<file path="config.mk">
export PLATFORM = sky130hd
export DESIGN_NAME = mem_stage_top
export DESIGN_NICKNAME = d
export VERILOG_FILES = /design/src/hdl/mem_stage_pkg.sv /design/src/hdl/mem_access.sv /design/src/hdl/write_queue.sv /design/src/hdl/apb_master.sv /design/src/hdl/mem_stage_top.sv
export VERILOG_INCLUDE_DIRS = /design/src /design/src/hdl
export SDC_FILE = /design/constraint.sdc
export NUM_CORES = 1
export LEC_CHECK = 0
export BUFFER_PORTS_ARGS = -buffer_cell sky130_fd_sc_hd__buf_2
export CAP_MARGIN = 20
export CORE_AREA = 2 2 175 177
export CTS_BUF_LIST = sky130_fd_sc_hd__clkbuf_8
export DETAILED_ROUTE_END_ITERATION = 6
export DIE_AREA = 0 0 177 179
export PLACE_DENSITY = 0.8
export SLEW_MARGIN = 20
export SYNTH_ARGS = -nofsm -noshare
export SYNTH_HDL_FRONTEND = slang
export SYNTH_SLANG_ARGS = --single-unit
</file>
<file path="constraint.sdc">
create_clock -name i_clock -period 5.1 [get_ports i_clock]
set_input_delay 0.51 -clock i_clock [delete_from_list [all_inputs] [get_ports i_clock]]
set_output_delay 0.51 -clock i_clock [all_outputs]
set_load 0.03 [all_outputs]
</file>
<file path="src/hdl/mem_stage_params.svh">
// ==========================================================
// Memory stage parameters
// Data width, write queue depth and bus wait limits
// ==========================================================
`ifndef MEM_STAGE_PARAMS_SVH
`define MEM_STAGE_PARAMS_SVH

`define MS_DATA_W 32
`define MS_WQ_DEPTH 4

// Longest APB stall the memory model produces
`define MS_MAX_WAIT 3

`endif

</file>
<file path="src/hdl/mem_stage_pkg.sv">
// ==========================================================
// Memory stage types
// Operation and width encodings and the write queue entry
// ==========================================================
`include "mem_stage_params.svh"

package mem_stage_pkg;

	typedef enum logic [1:0] {
		op_none,
		op_load,
		op_store,
		op_flush
	} mem_op_t;

	typedef enum logic [1:0] {
		width_byte,
		width_half,
		width_word
	} mem_width_t;

	// Word address, lane data and byte strobes of one posted write
	typedef struct packed {
		logic [`MS_DATA_W-3:0] addr;
		logic [`MS_DATA_W-1:0] data;
		logic [3:0] mask;
	} wq_entry_t;

	typedef logic [4:0] reg_index_t;

endpackage

</file>
<file path="src/hdl/mem_access.sv">
// ==========================================================
// Memory access stage
// Takes one toggle-strobed operation at a time, aligns store
// lanes, extends load data and waits out flushes
// ==========================================================
`timescale 1ns/1ps
`include "mem_stage_params.svh"

module mem_access import mem_stage_pkg::*; (
	input logic i_clock,
	input logic i_rst_n,

	// Execute side
	input logic i_req_strobe,
	input mem_op_t i_op,
	input mem_width_t i_width,
	input logic i_signed,
	input logic [`MS_DATA_W-1:0] i_address,
	input logic [`MS_DATA_W-1:0] i_wdata,
	input logic [`MS_DATA_W-1:0] i_pc,
	input reg_index_t i_rd_index,
	output logic o_busy,

	// Result
	output logic o_res_strobe,
	output logic [`MS_DATA_W-1:0] o_res_pc,
	output logic [`MS_DATA_W-1:0] o_res_rd,
	output reg_index_t o_res_rd_index,

	// Write queue side
	output logic q_request,
	output logic q_write,
	output logic [`MS_DATA_W-3:0] q_address,
	output logic [`MS_DATA_W-1:0] q_wdata,
	output logic [3:0] q_mask,
	input logic q_ready,
	input logic [`MS_DATA_W-1:0] q_rdata,
	input logic q_pending
);

	typedef enum logic {
		st_idle,
		st_flush
	} ma_state_t;

	ma_state_t state;
	ma_state_t next_state;
	logic last_strobe;
	logic offer;
	logic complete;
	logic [1:0] byte_offset;
	logic [`MS_DATA_W-1:0] shifted_rdata;
	logic [`MS_DATA_W-1:0] load_data;
	logic [`MS_DATA_W-1:0] res_data;

	assign offer = (i_req_strobe != last_strobe);
	assign o_busy = offer && (i_op != op_none);

	assign byte_offset = i_address[1:0];
	assign q_address = i_address[`MS_DATA_W-1:2];

	// ==========================================================
	// Lane alignment

	assign shifted_rdata = q_rdata >> {byte_offset, 3'b000};

	always_comb begin
		case (i_width)
			width_byte: load_data = {{24{i_signed & shifted_rdata[7]}}, shifted_rdata[7:0]};
			width_half: load_data = {{16{i_signed & shifted_rdata[15]}}, shifted_rdata[15:0]};
			default: load_data = q_rdata;
		endcase
	end

	// Odd halfword offsets leave the mask empty
	always_comb begin
		q_wdata = '0;
		q_mask = 4'b0000;
		case (i_width)
			width_word: begin
				q_wdata = i_wdata;
				q_mask = 4'b1111;
			end
			width_half: begin
				if (!byte_offset[0]) begin
					q_wdata = `MS_DATA_W'(i_wdata[15:0]) << {byte_offset, 3'b000};
					q_mask = 4'b0011 << byte_offset;
				end
			end
			width_byte: begin
				q_wdata = `MS_DATA_W'(i_wdata[7:0]) << {byte_offset, 3'b000};
				q_mask = 4'b0001 << byte_offset;
			end
			default: begin
				q_mask = 4'b0000;
			end
		endcase
	end

	// ==========================================================
	// Sequencing

	always_comb begin
		next_state = state;
		complete = 1'b0;
		q_request = 1'b0;
		q_write = 1'b0;
		res_data = i_wdata;

		case (state)
			st_idle: begin
				if (offer) begin
					case (i_op)
						op_load: begin
							q_request = 1'b1;
							complete = q_ready;
							res_data = load_data;
						end
						op_store: begin
							q_request = 1'b1;
							q_write = 1'b1;
							complete = q_ready;
						end
						op_flush: begin
							if (q_pending) begin
								next_state = st_flush;
							end else begin
								complete = 1'b1;
							end
						end
						default: begin
							complete = 1'b1;
						end
					endcase
				end
			end
			st_flush: begin
				if (!q_pending) begin
					complete = 1'b1;
					next_state = st_idle;
				end
			end
			default: begin
				next_state = st_idle;
			end
		endcase
	end

	always_ff @(posedge i_clock) begin
		if (!i_rst_n) begin
			state <= st_idle;
			last_strobe <= 1'b0;
			o_res_strobe <= 1'b0;
		end else begin
			state <= next_state;
			if (complete) begin
				last_strobe <= i_req_strobe;
				o_res_strobe <= ~o_res_strobe;
			end
		end
	end

	always_ff @(posedge i_clock) begin
		if (complete) begin
			o_res_pc <= i_pc;
			o_res_rd <= res_data;
			o_res_rd_index <= i_rd_index;
		end
	end

endmodule

</file>
<file path="src/hdl/write_queue.sv">
// ==========================================================
// Posted write queue
// Buffers stores ahead of the bus and lets reads through
// only once every queued write has drained
// ==========================================================
`timescale 1ns/1ps
`include "mem_stage_params.svh"

module write_queue import mem_stage_pkg::*; #(
	parameter int DEPTH = `MS_WQ_DEPTH
) (
	input logic i_clock,
	input logic i_rst_n,

	// Stage side
	input logic q_request,
	input logic q_write,
	input logic [`MS_DATA_W-3:0] q_address,
	input logic [`MS_DATA_W-1:0] q_wdata,
	input logic [3:0] q_mask,
	output logic q_ready,
	output logic [`MS_DATA_W-1:0] q_rdata,
	output logic q_pending,

	// Bus side
	output logic b_request,
	output logic b_write,
	output logic [`MS_DATA_W-3:0] b_address,
	output logic [`MS_DATA_W-1:0] b_wdata,
	output logic [3:0] b_mask,
	input logic b_ready,
	input logic [`MS_DATA_W-1:0] b_rdata
);

	localparam int PTR_W = (DEPTH > 1) ? $clog2(DEPTH) : 1;
	localparam int CNT_W = $clog2(DEPTH + 1);

	wq_entry_t entries [DEPTH];
	wq_entry_t head_entry;
	logic [PTR_W-1:0] head;
	logic [PTR_W-1:0] tail;
	logic [CNT_W-1:0] count;
	logic empty;
	logic full;
	logic push;
	logic pop;

	function automatic logic [PTR_W-1:0] next_ptr(input logic [PTR_W-1:0] ptr);
		if (ptr == PTR_W'(DEPTH - 1)) begin
			next_ptr = '0;
		end else begin
			next_ptr = ptr + 1'b1;
		end
	endfunction

	assign empty = (count == '0);
	assign full = (count == CNT_W'(DEPTH));
	assign head_entry = entries[head];

	// Empty-mask writes are acknowledged and dropped
	assign push = q_request && q_write && !full && (q_mask != 4'b0000);
	assign pop = !empty && b_ready;

	assign q_ready = q_write ? !full : (empty && b_ready);
	assign q_rdata = b_rdata;
	assign q_pending = !empty;

	// Head write first; a read only goes out on an empty queue
	assign b_request = !empty || (q_request && !q_write);
	assign b_write = !empty;
	assign b_address = empty ? q_address : head_entry.addr;
	assign b_wdata = head_entry.data;
	assign b_mask = empty ? 4'b0000 : head_entry.mask;

	always_ff @(posedge i_clock) begin
		if (!i_rst_n) begin
			head <= '0;
			tail <= '0;
			count <= '0;
		end else begin
			if (push) begin
				tail <= next_ptr(tail);
			end
			if (pop) begin
				head <= next_ptr(head);
			end
			case ({push, pop})
				2'b10: count <= count + 1'b1;
				2'b01: count <= count - 1'b1;
				default: count <= count;
			endcase
		end
	end

	always_ff @(posedge i_clock) begin
		if (push) begin
			entries[tail] <= '{addr: q_address, data: q_wdata, mask: q_mask};
		end
	end

endmodule

</file>
<file path="src/hdl/apb_master.sv">
// ==========================================================
// APB requester
// Turns one request/ready transfer into setup and access
// ==========================================================
`timescale 1ns/1ps
`include "mem_stage_params.svh"

module apb_master (
	input logic i_clock,
	input logic i_rst_n,

	// Queue side
	input logic b_request,
	input logic b_write,
	input logic [`MS_DATA_W-3:0] b_address,
	input logic [`MS_DATA_W-1:0] b_wdata,
	input logic [3:0] b_mask,
	output logic b_ready,
	output logic [`MS_DATA_W-1:0] b_rdata,

	// APB
	output logic o_psel,
	output logic o_penable,
	output logic o_pwrite,
	output logic [`MS_DATA_W-1:0] o_paddr,
	output logic [`MS_DATA_W-1:0] o_pwdata,
	output logic [3:0] o_pstrb,
	input logic i_pready,
	input logic [`MS_DATA_W-1:0] i_prdata
);

	typedef enum logic [1:0] {
		st_idle,
		st_setup,
		st_access
	} apb_state_t;

	apb_state_t state;

	assign o_psel = (state != st_idle);
	assign o_penable = (state == st_access);
	assign b_ready = o_penable && i_pready;
	assign b_rdata = i_prdata;

	always_ff @(posedge i_clock) begin
		if (!i_rst_n) begin
			state <= st_idle;
		end else begin
			case (state)
				st_idle: if (b_request) state <= st_setup;
				st_setup: state <= st_access;
				st_access: if (i_pready) state <= st_idle;
				default: state <= st_idle;
			endcase
		end
	end

	// Captured once and held through any wait states
	always_ff @(posedge i_clock) begin
		if (state == st_idle && b_request) begin
			o_pwrite <= b_write;
			o_paddr <= {b_address, 2'b00};
			o_pwdata <= b_wdata;
			o_pstrb <= b_write ? b_mask : 4'b0000;
		end
	end

endmodule

</file>
<file path="src/hdl/mem_stage_top.sv">
// ==========================================================
// Memory stage top
// Access stage, posted write queue and APB requester
// ==========================================================
`timescale 1ns/1ps
`include "mem_stage_params.svh"

module mem_stage_top import mem_stage_pkg::*; (
	input logic i_clock,
	input logic i_rst_n,

	// Execute side
	input logic i_req_strobe,
	input mem_op_t i_op,
	input mem_width_t i_width,
	input logic i_signed,
	input logic [`MS_DATA_W-1:0] i_address,
	input logic [`MS_DATA_W-1:0] i_wdata,
	input logic [`MS_DATA_W-1:0] i_pc,
	input reg_index_t i_rd_index,
	output logic o_busy,
	output logic o_res_strobe,
	output logic [`MS_DATA_W-1:0] o_res_pc,
	output logic [`MS_DATA_W-1:0] o_res_rd,
	output reg_index_t o_res_rd_index,

	// APB
	output logic o_psel,
	output logic o_penable,
	output logic o_pwrite,
	output logic [`MS_DATA_W-1:0] o_paddr,
	output logic [`MS_DATA_W-1:0] o_pwdata,
	output logic [3:0] o_pstrb,
	input logic i_pready,
	input logic [`MS_DATA_W-1:0] i_prdata
);

	logic q_request;
	logic q_write;
	logic [`MS_DATA_W-3:0] q_address;
	logic [`MS_DATA_W-1:0] q_wdata;
	logic [3:0] q_mask;
	logic q_ready;
	logic [`MS_DATA_W-1:0] q_rdata;
	logic q_pending;

	logic b_request;
	logic b_write;
	logic [`MS_DATA_W-3:0] b_address;
	logic [`MS_DATA_W-1:0] b_wdata;
	logic [3:0] b_mask;
	logic b_ready;
	logic [`MS_DATA_W-1:0] b_rdata;

	mem_access u_access (
		.i_clock(i_clock),
		.i_rst_n(i_rst_n),
		.i_req_strobe(i_req_strobe),
		.i_op(i_op),
		.i_width(i_width),
		.i_signed(i_signed),
		.i_address(i_address),
		.i_wdata(i_wdata),
		.i_pc(i_pc),
		.i_rd_index(i_rd_index),
		.o_busy(o_busy),
		.o_res_strobe(o_res_strobe),
		.o_res_pc(o_res_pc),
		.o_res_rd(o_res_rd),
		.o_res_rd_index(o_res_rd_index),
		.q_request(q_request),
		.q_write(q_write),
		.q_address(q_address),
		.q_wdata(q_wdata),
		.q_mask(q_mask),
		.q_ready(q_ready),
		.q_rdata(q_rdata),
		.q_pending(q_pending)
	);

	write_queue #(
		.DEPTH(`MS_WQ_DEPTH)
	) u_queue (
		.i_clock(i_clock),
		.i_rst_n(i_rst_n),
		.q_request(q_request),
		.q_write(q_write),
		.q_address(q_address),
		.q_wdata(q_wdata),
		.q_mask(q_mask),
		.q_ready(q_ready),
		.q_rdata(q_rdata),
		.q_pending(q_pending),
		.b_request(b_request),
		.b_write(b_write),
		.b_address(b_address),
		.b_wdata(b_wdata),
		.b_mask(b_mask),
		.b_ready(b_ready),
		.b_rdata(b_rdata)
	);

	apb_master u_apb (
		.i_clock(i_clock),
		.i_rst_n(i_rst_n),
		.b_request(b_request),
		.b_write(b_write),
		.b_address(b_address),
		.b_wdata(b_wdata),
		.b_mask(b_mask),
		.b_ready(b_ready),
		.b_rdata(b_rdata),
		.o_psel(o_psel),
		.o_penable(o_penable),
		.o_pwrite(o_pwrite),
		.o_paddr(o_paddr),
		.o_pwdata(o_pwdata),
		.o_pstrb(o_pstrb),
		.i_pready(i_pready),
		.i_prdata(i_prdata)
	);

endmodule

</file>
After elaboration in Yosys (flattened, before gate mapping) --
Memories as Yosys holds them, arrays and structs flattened. A register that Yosys moved wholly into a read port is not among the register bits. Cells that the tools add are included.
Cells by class: $add $sub $neg 4, equality and inequality tests 15, shift operators 5, multiplexer cells 34, bitwise logic cells 4, reduce and logical (&&, ||, !) cells 22
Operators by type and width (number):
- $mux 32 | 4
- $pmux 32 s3 | 1
- $pmux 32 s2 | 1
- $shl 16x5->32 | 1
- $shl 8x5->32 | 1
- $shr 32x5->16 | 1
- $mux 30 | 1
- $eq 2x2->1 const B | 7
- $mux 1 | 14
- $mux 2 | 6
- $pmux 4 s3 | 1
- $logic_and 1x1->1 | 9
- $eq 2x1->1 const B | 4
- $pmux 1 s2 | 3
- $pmux 2 s3 | 1
- $pmux 3 s2 | 1
- $reduce_bool 2->1 | 3
- $add 2x1->2 const B | 2
- $logic_not 2->1 | 2
- $mux 4 | 1
- $reduce_bool 4->1 | 1
- $shl 1x2->4 const A | 1
- $shl 2x2->4 const A | 1
- $add 3x1->3 const B | 1
- 12 further kinds | 16
Word-level totals: bits in registers 148, bits in writable memories 264, output and inout bits 142, word-level logic and storage cells 99, memories kept 1
Memories:
- u_queue.entries | words 4, bits a word 66, rd ports 1, clocked after Yosys merged registers in 1, write ports 1, line write_queue.sv:38 | wq_entry_t entries [DEPTH];

Longest topological paths before layout --
depth in word-level cells 10, gate-level depth with buffers 12, depth with buffers taken out 12

By module --
From an unflattened synthesis, not the netlist that was laid out.
Second synthesis, totals: cell total of the unflattened synthesis 955, area total of the unflattened synthesis 17120.2 um^2
Modules (own cells, without submodules):
- write_queue | instances 1, cells an instance 472, area each 10656.5 um^2
- mem_access | instances 1, cells an instance 367, area each 4066.4 um^2
- apb_master | instances 1, cells an instance 116, area each 2397.3 um^2

Worst setup path after synthesis --
No wires, ideal clock.
path type input -> register, from input port i_req_strobe, to register u_apb.o_paddr[10], enable pin, setup time 0.492 ns, data arrival time 3.765 ns, setup slack 0.842 ns, cell stages on the path 4, path buffers 0, cells stage by stage xnor2_1 > nor2_1 > a31oi_1 > nor2_1
On the way: cells in the longest elaborated chain, start to end 7
RTL lines:
- start: declaration | line mem_stage_top.sv:13 | input logic i_req_strobe,
- $ne 1x1->1 (*) | line mem_access.sv:56 | assign offer = (i_req_strobe != last_strobe);
- $mux 1 | line mem_access.sv:112 | if (offer) begin
- $mux 1 | line mem_access.sv:110 | case (state)
- $logic_not 1->1 | line write_queue.sv:69 | assign b_request = !empty || (q_request && !q_write);
- $logic_and 1x1->1 (*) | line write_queue.sv:69
- $logic_or 1x1->1 (*) | line write_queue.sv:69
- $logic_and 1x1->1 (*) | line apb_master.sv:60 | if (state == st_idle && b_request) begin
- end signal: assignment | line apb_master.sv:62 | o_paddr <= {b_address, 2'b00};
- end: declaration | line apb_master.sv:25 | output logic [`MS_DATA_W-1:0] o_paddr,
Mark *: on every way between the ends. The rest lies on a longest branch, timed or not. A chain may end at the register's enable or synchronous reset.

Worst setup path in the final report --
from register u_access.last_strobe, to register u_access.o_res_pc[8], enable pin
On the way: cells in the longest elaborated chain, start to end 7
RTL lines:
- start: declaration | line mem_access.sv:48 | logic last_strobe;
- start signal: assignment | line mem_access.sv:157 | last_strobe <= i_req_strobe;
- $ne 1x1->1 (*) | line mem_access.sv:56
- $mux 1 | line mem_access.sv:112
- $mux 1 | line mem_access.sv:110
- $mux 1 | line write_queue.sv:64 | assign q_ready = q_write ? !full : (empty && b_ready);
- $pmux 1 s2 | line mem_access.sv:113 | case (i_op)
- $mux 1 (*) | line mem_access.sv:112
- $pmux 1 s2 (*) | line mem_access.sv:110
- named net u_access.complete | line mem_access.sv:50 | logic complete;
- end signal: assignment | line mem_access.sv:165 | o_res_pc <= i_pc;
- end: declaration | line mem_access.sv:26 | output logic [`MS_DATA_W-1:0] o_res_pc,
Mark *: on every way through the listed nets, which the timed path passes. The rest lies on a longest branch.

==> results.ini <==
[outcome]
status=complete, no violations

[grt]
grt_max_degree=68
grt_overflow=0
grt_pass1_vias=9702
antenna_found_initial=1
gr-usage-all-layers_pct=24.6
grt_pass1_wl_um=56800

[worst_hold_path]
hold_depth=1
hp-class=input pin to flip-flop
min_to=u_access.o_res_pc[17]
hold_start=i_pc[17]

[critical_path]
critPathArrivalTime_ps=2950
rrSetupSlack_ps=2380
critical_path_class=flip-flop to flip-flop
cp_max_fo=36
cp.required_ps=5320
start_kind=flip-flop
r2r_end=u_access.o_res_pc[8]
cp-end-kind=flip-flop
regToRegStartpoint=u_access.last_strobe
reg2regPathDepth=5

[clock_network]
cts_root_buf=clkbuf_8
h-tree-depth=3
cts_max_path_buffers=3
cts_buffers=66
ctsHoldBuffers=0
cts_resized=0
clk_latency_ps=580
cts_setup_buffers=0
clkSlewWorstSetupHoldPaths_ps=70
cts_tree=yes
numClockSinks=414

[layout]
drive_gt1_share_pct=36.8
synthToLayoutAreaGrowth_pct=18.2
post-route-util_pct=64.0
instances_no_fill=1666
fin_nets=1377

[route]
drc=0
totalWireLength_um=38600
wire_per_inst_um=23.2
viasPerCell=5.69
drt_iter0_markers=1144
vias=9476
dr.pass1.iters=5
antenna_left=0

[synth]
yosysMostFrequentCell=edfxtp_1
ys_seq_elements=414
synth-edff-count=400
synthTopCellsByArea=edfxtp_1, mux4_2, nand2_1, dfxtp_1, a222oi_1
synth_area_leader_cell=edfxtp_1
synth_area_sq_mm=0.0162
yosys.cell_types.count=48
netlist_top_cells_count=edfxtp_1, nand2_1, mux4_2
yosysSeqAreaShare_pct=75.7
synthFlopType=edfxtp_1
synth_cells=912
synth_area_per_cell_sq_um=17.8
synth_top_cell_area_share_pct=73.9
async_flop_share_pct=0
yosys_warnings=0

[timing]
slew_violations=0
fin_skew_ps=21.9
period_needed_ps=2720
fin_crit_sh_pct=53.4
tightest_slew_ps=1090
max_slew_margin_pct=27.5
finalSetupViolations=0
grt_setup_unrepaired=false
hold_viol=0
setup_tns_ps=0
clock.fmax_mhz=367

[placement]
dp_hpwl_um=26100
gp_congestion=0.954
io_buffers=281
place_inst=1551

[flow_run]
max-cap-violations=0

[die]
start_util_pct=54.1
die_h_um=179
dieArea_sq_mm=0.0317
core-area_sq_mm=0.0300
io_pins=284
die_w_um=177
rows=64

[pwr]
p_total_w=0.00711
vdd.ir_drop.worst_mv=0.230
powerDensity_mw_per_mm2=370
cellLeakagePower_nw=7.02

power breakdown:
part / switching (W) / internal [W] / total [W]
Clock: 0.00124 / 0.00128 / 0.00251
Sequential: 0.0000467 / 0.00388 / 0.00393
Combinational: 0.000490 / 0.000182 / 0.000672
Total: 0.00177 / 0.00534 / 0.00711
logic make-up (layout without fill, tap and decap cells):
kind of cell | after synthesis | in the layout | share of synthesized area, %
DFF | 414 | 414 | 75.7
and+or+nand+nor | 226 | 226 | 6.01
AOI/OAI and AO/OA | 104 | 104 | 4.84
muxes | 85 | 85 | 10.5
buffers and inverters | 67 | 423 | 1.84
adders and majority gates | 11 | 11 | 0.893
xor gates and xnor gates | 4 | 4 | 0.216
other | 1 | 3 | 0.0231
metal layers:
layer / vias up / global-route usage (%) / routed length, um
met3: 85 / 5.68 / 3300
met4: 0 / 10.6 / 1320
met5: - / 0 / 0
met1: 4659 / 31.4 / 14400
met2: 517 / 40.7 / 19500
li1: 4215 / - / -
stage by stage:
step	worst slack (ps)	hold WS (ps)	area, sq um
CTS	2420	72.9	19200
global route	2230	73.8	19200
finish	2380	98.3	19200
floorplan	842	467	16300
global placement	2100	477	18000
detailed placement	2060	479	18000
registers in the layout, indices dropped and copies added (netlist names), named ones only:
name,count
u_apb.o_pstrb,4
u_access.state,1
u_access.last_strobe,1
u_apb.o_pwrite,1
u_queue.head,2
u_access.o_res_rd,32
u_queue.tail,2
u_queue.count,3
u_apb.state,2
u_access.o_res_rd_index,5
u_queue.entries,264
u_access.o_res_strobe,1
u_apb.o_pwdata,32
u_access.o_res_pc,32
u_apb.o_paddr,30
critical path, cell delays in order, from the launching register on:
cell and delay [ps]:
dfxtp_1 370, xor2_1 340, nand2_1 190, o22a_1 310, inv_2 580, buf_4 520
layout make-up:
type                       instances  area (sq um)
antenna                            1          2.50
inverter                          20          75.1
clock inverter                    46           230
sequential                       414         12300
tap                              396           495
multi-input combinational        432          3700
clock buffer                      67           922
timing repair buffer             290          1490
fill                            2113         10800
cells in the final DEF, fill, tap and decap left out, types with 8 or more instances in the layout:
cell type / count
buf_4: 8
clkinv_1: 17
inv_1: 37
mux4_2: 68
nor2b_1: 12
dfxtp_1: 12
nand2_1: 145
a21oi_1: 13
edfxtp_1: 400
buf_2: 281
clkbuf_8: 67
a22oi_1: 17
mux2i_1: 11
nor2_1: 32
ha_1: 10
o21ai_0: 23
o211ai_2: 9
a222oi_1: 14
a22o_1: 12
worst max path at each step:
stage,start,slack [ps],endpoint
2_1_floorplan,i_req_strobe,840,u_apb.o_paddr[10]
3_3_place_gp,i_op[0],2100,u_access.o_res_rd_index[4]
3_5_place_dp,i_op[0],2060,u_access.o_res_pc[23]
4_1_cts,u_access.last_strobe,2420,u_access.o_res_pc[8]
5_1_grt,u_access.last_strobe,2230,u_access.o_res_pc[8]
6_report,u_access.last_strobe,2380,u_access.o_res_pc[8]
No activity file was read; power rests on OpenSTA's default activity.
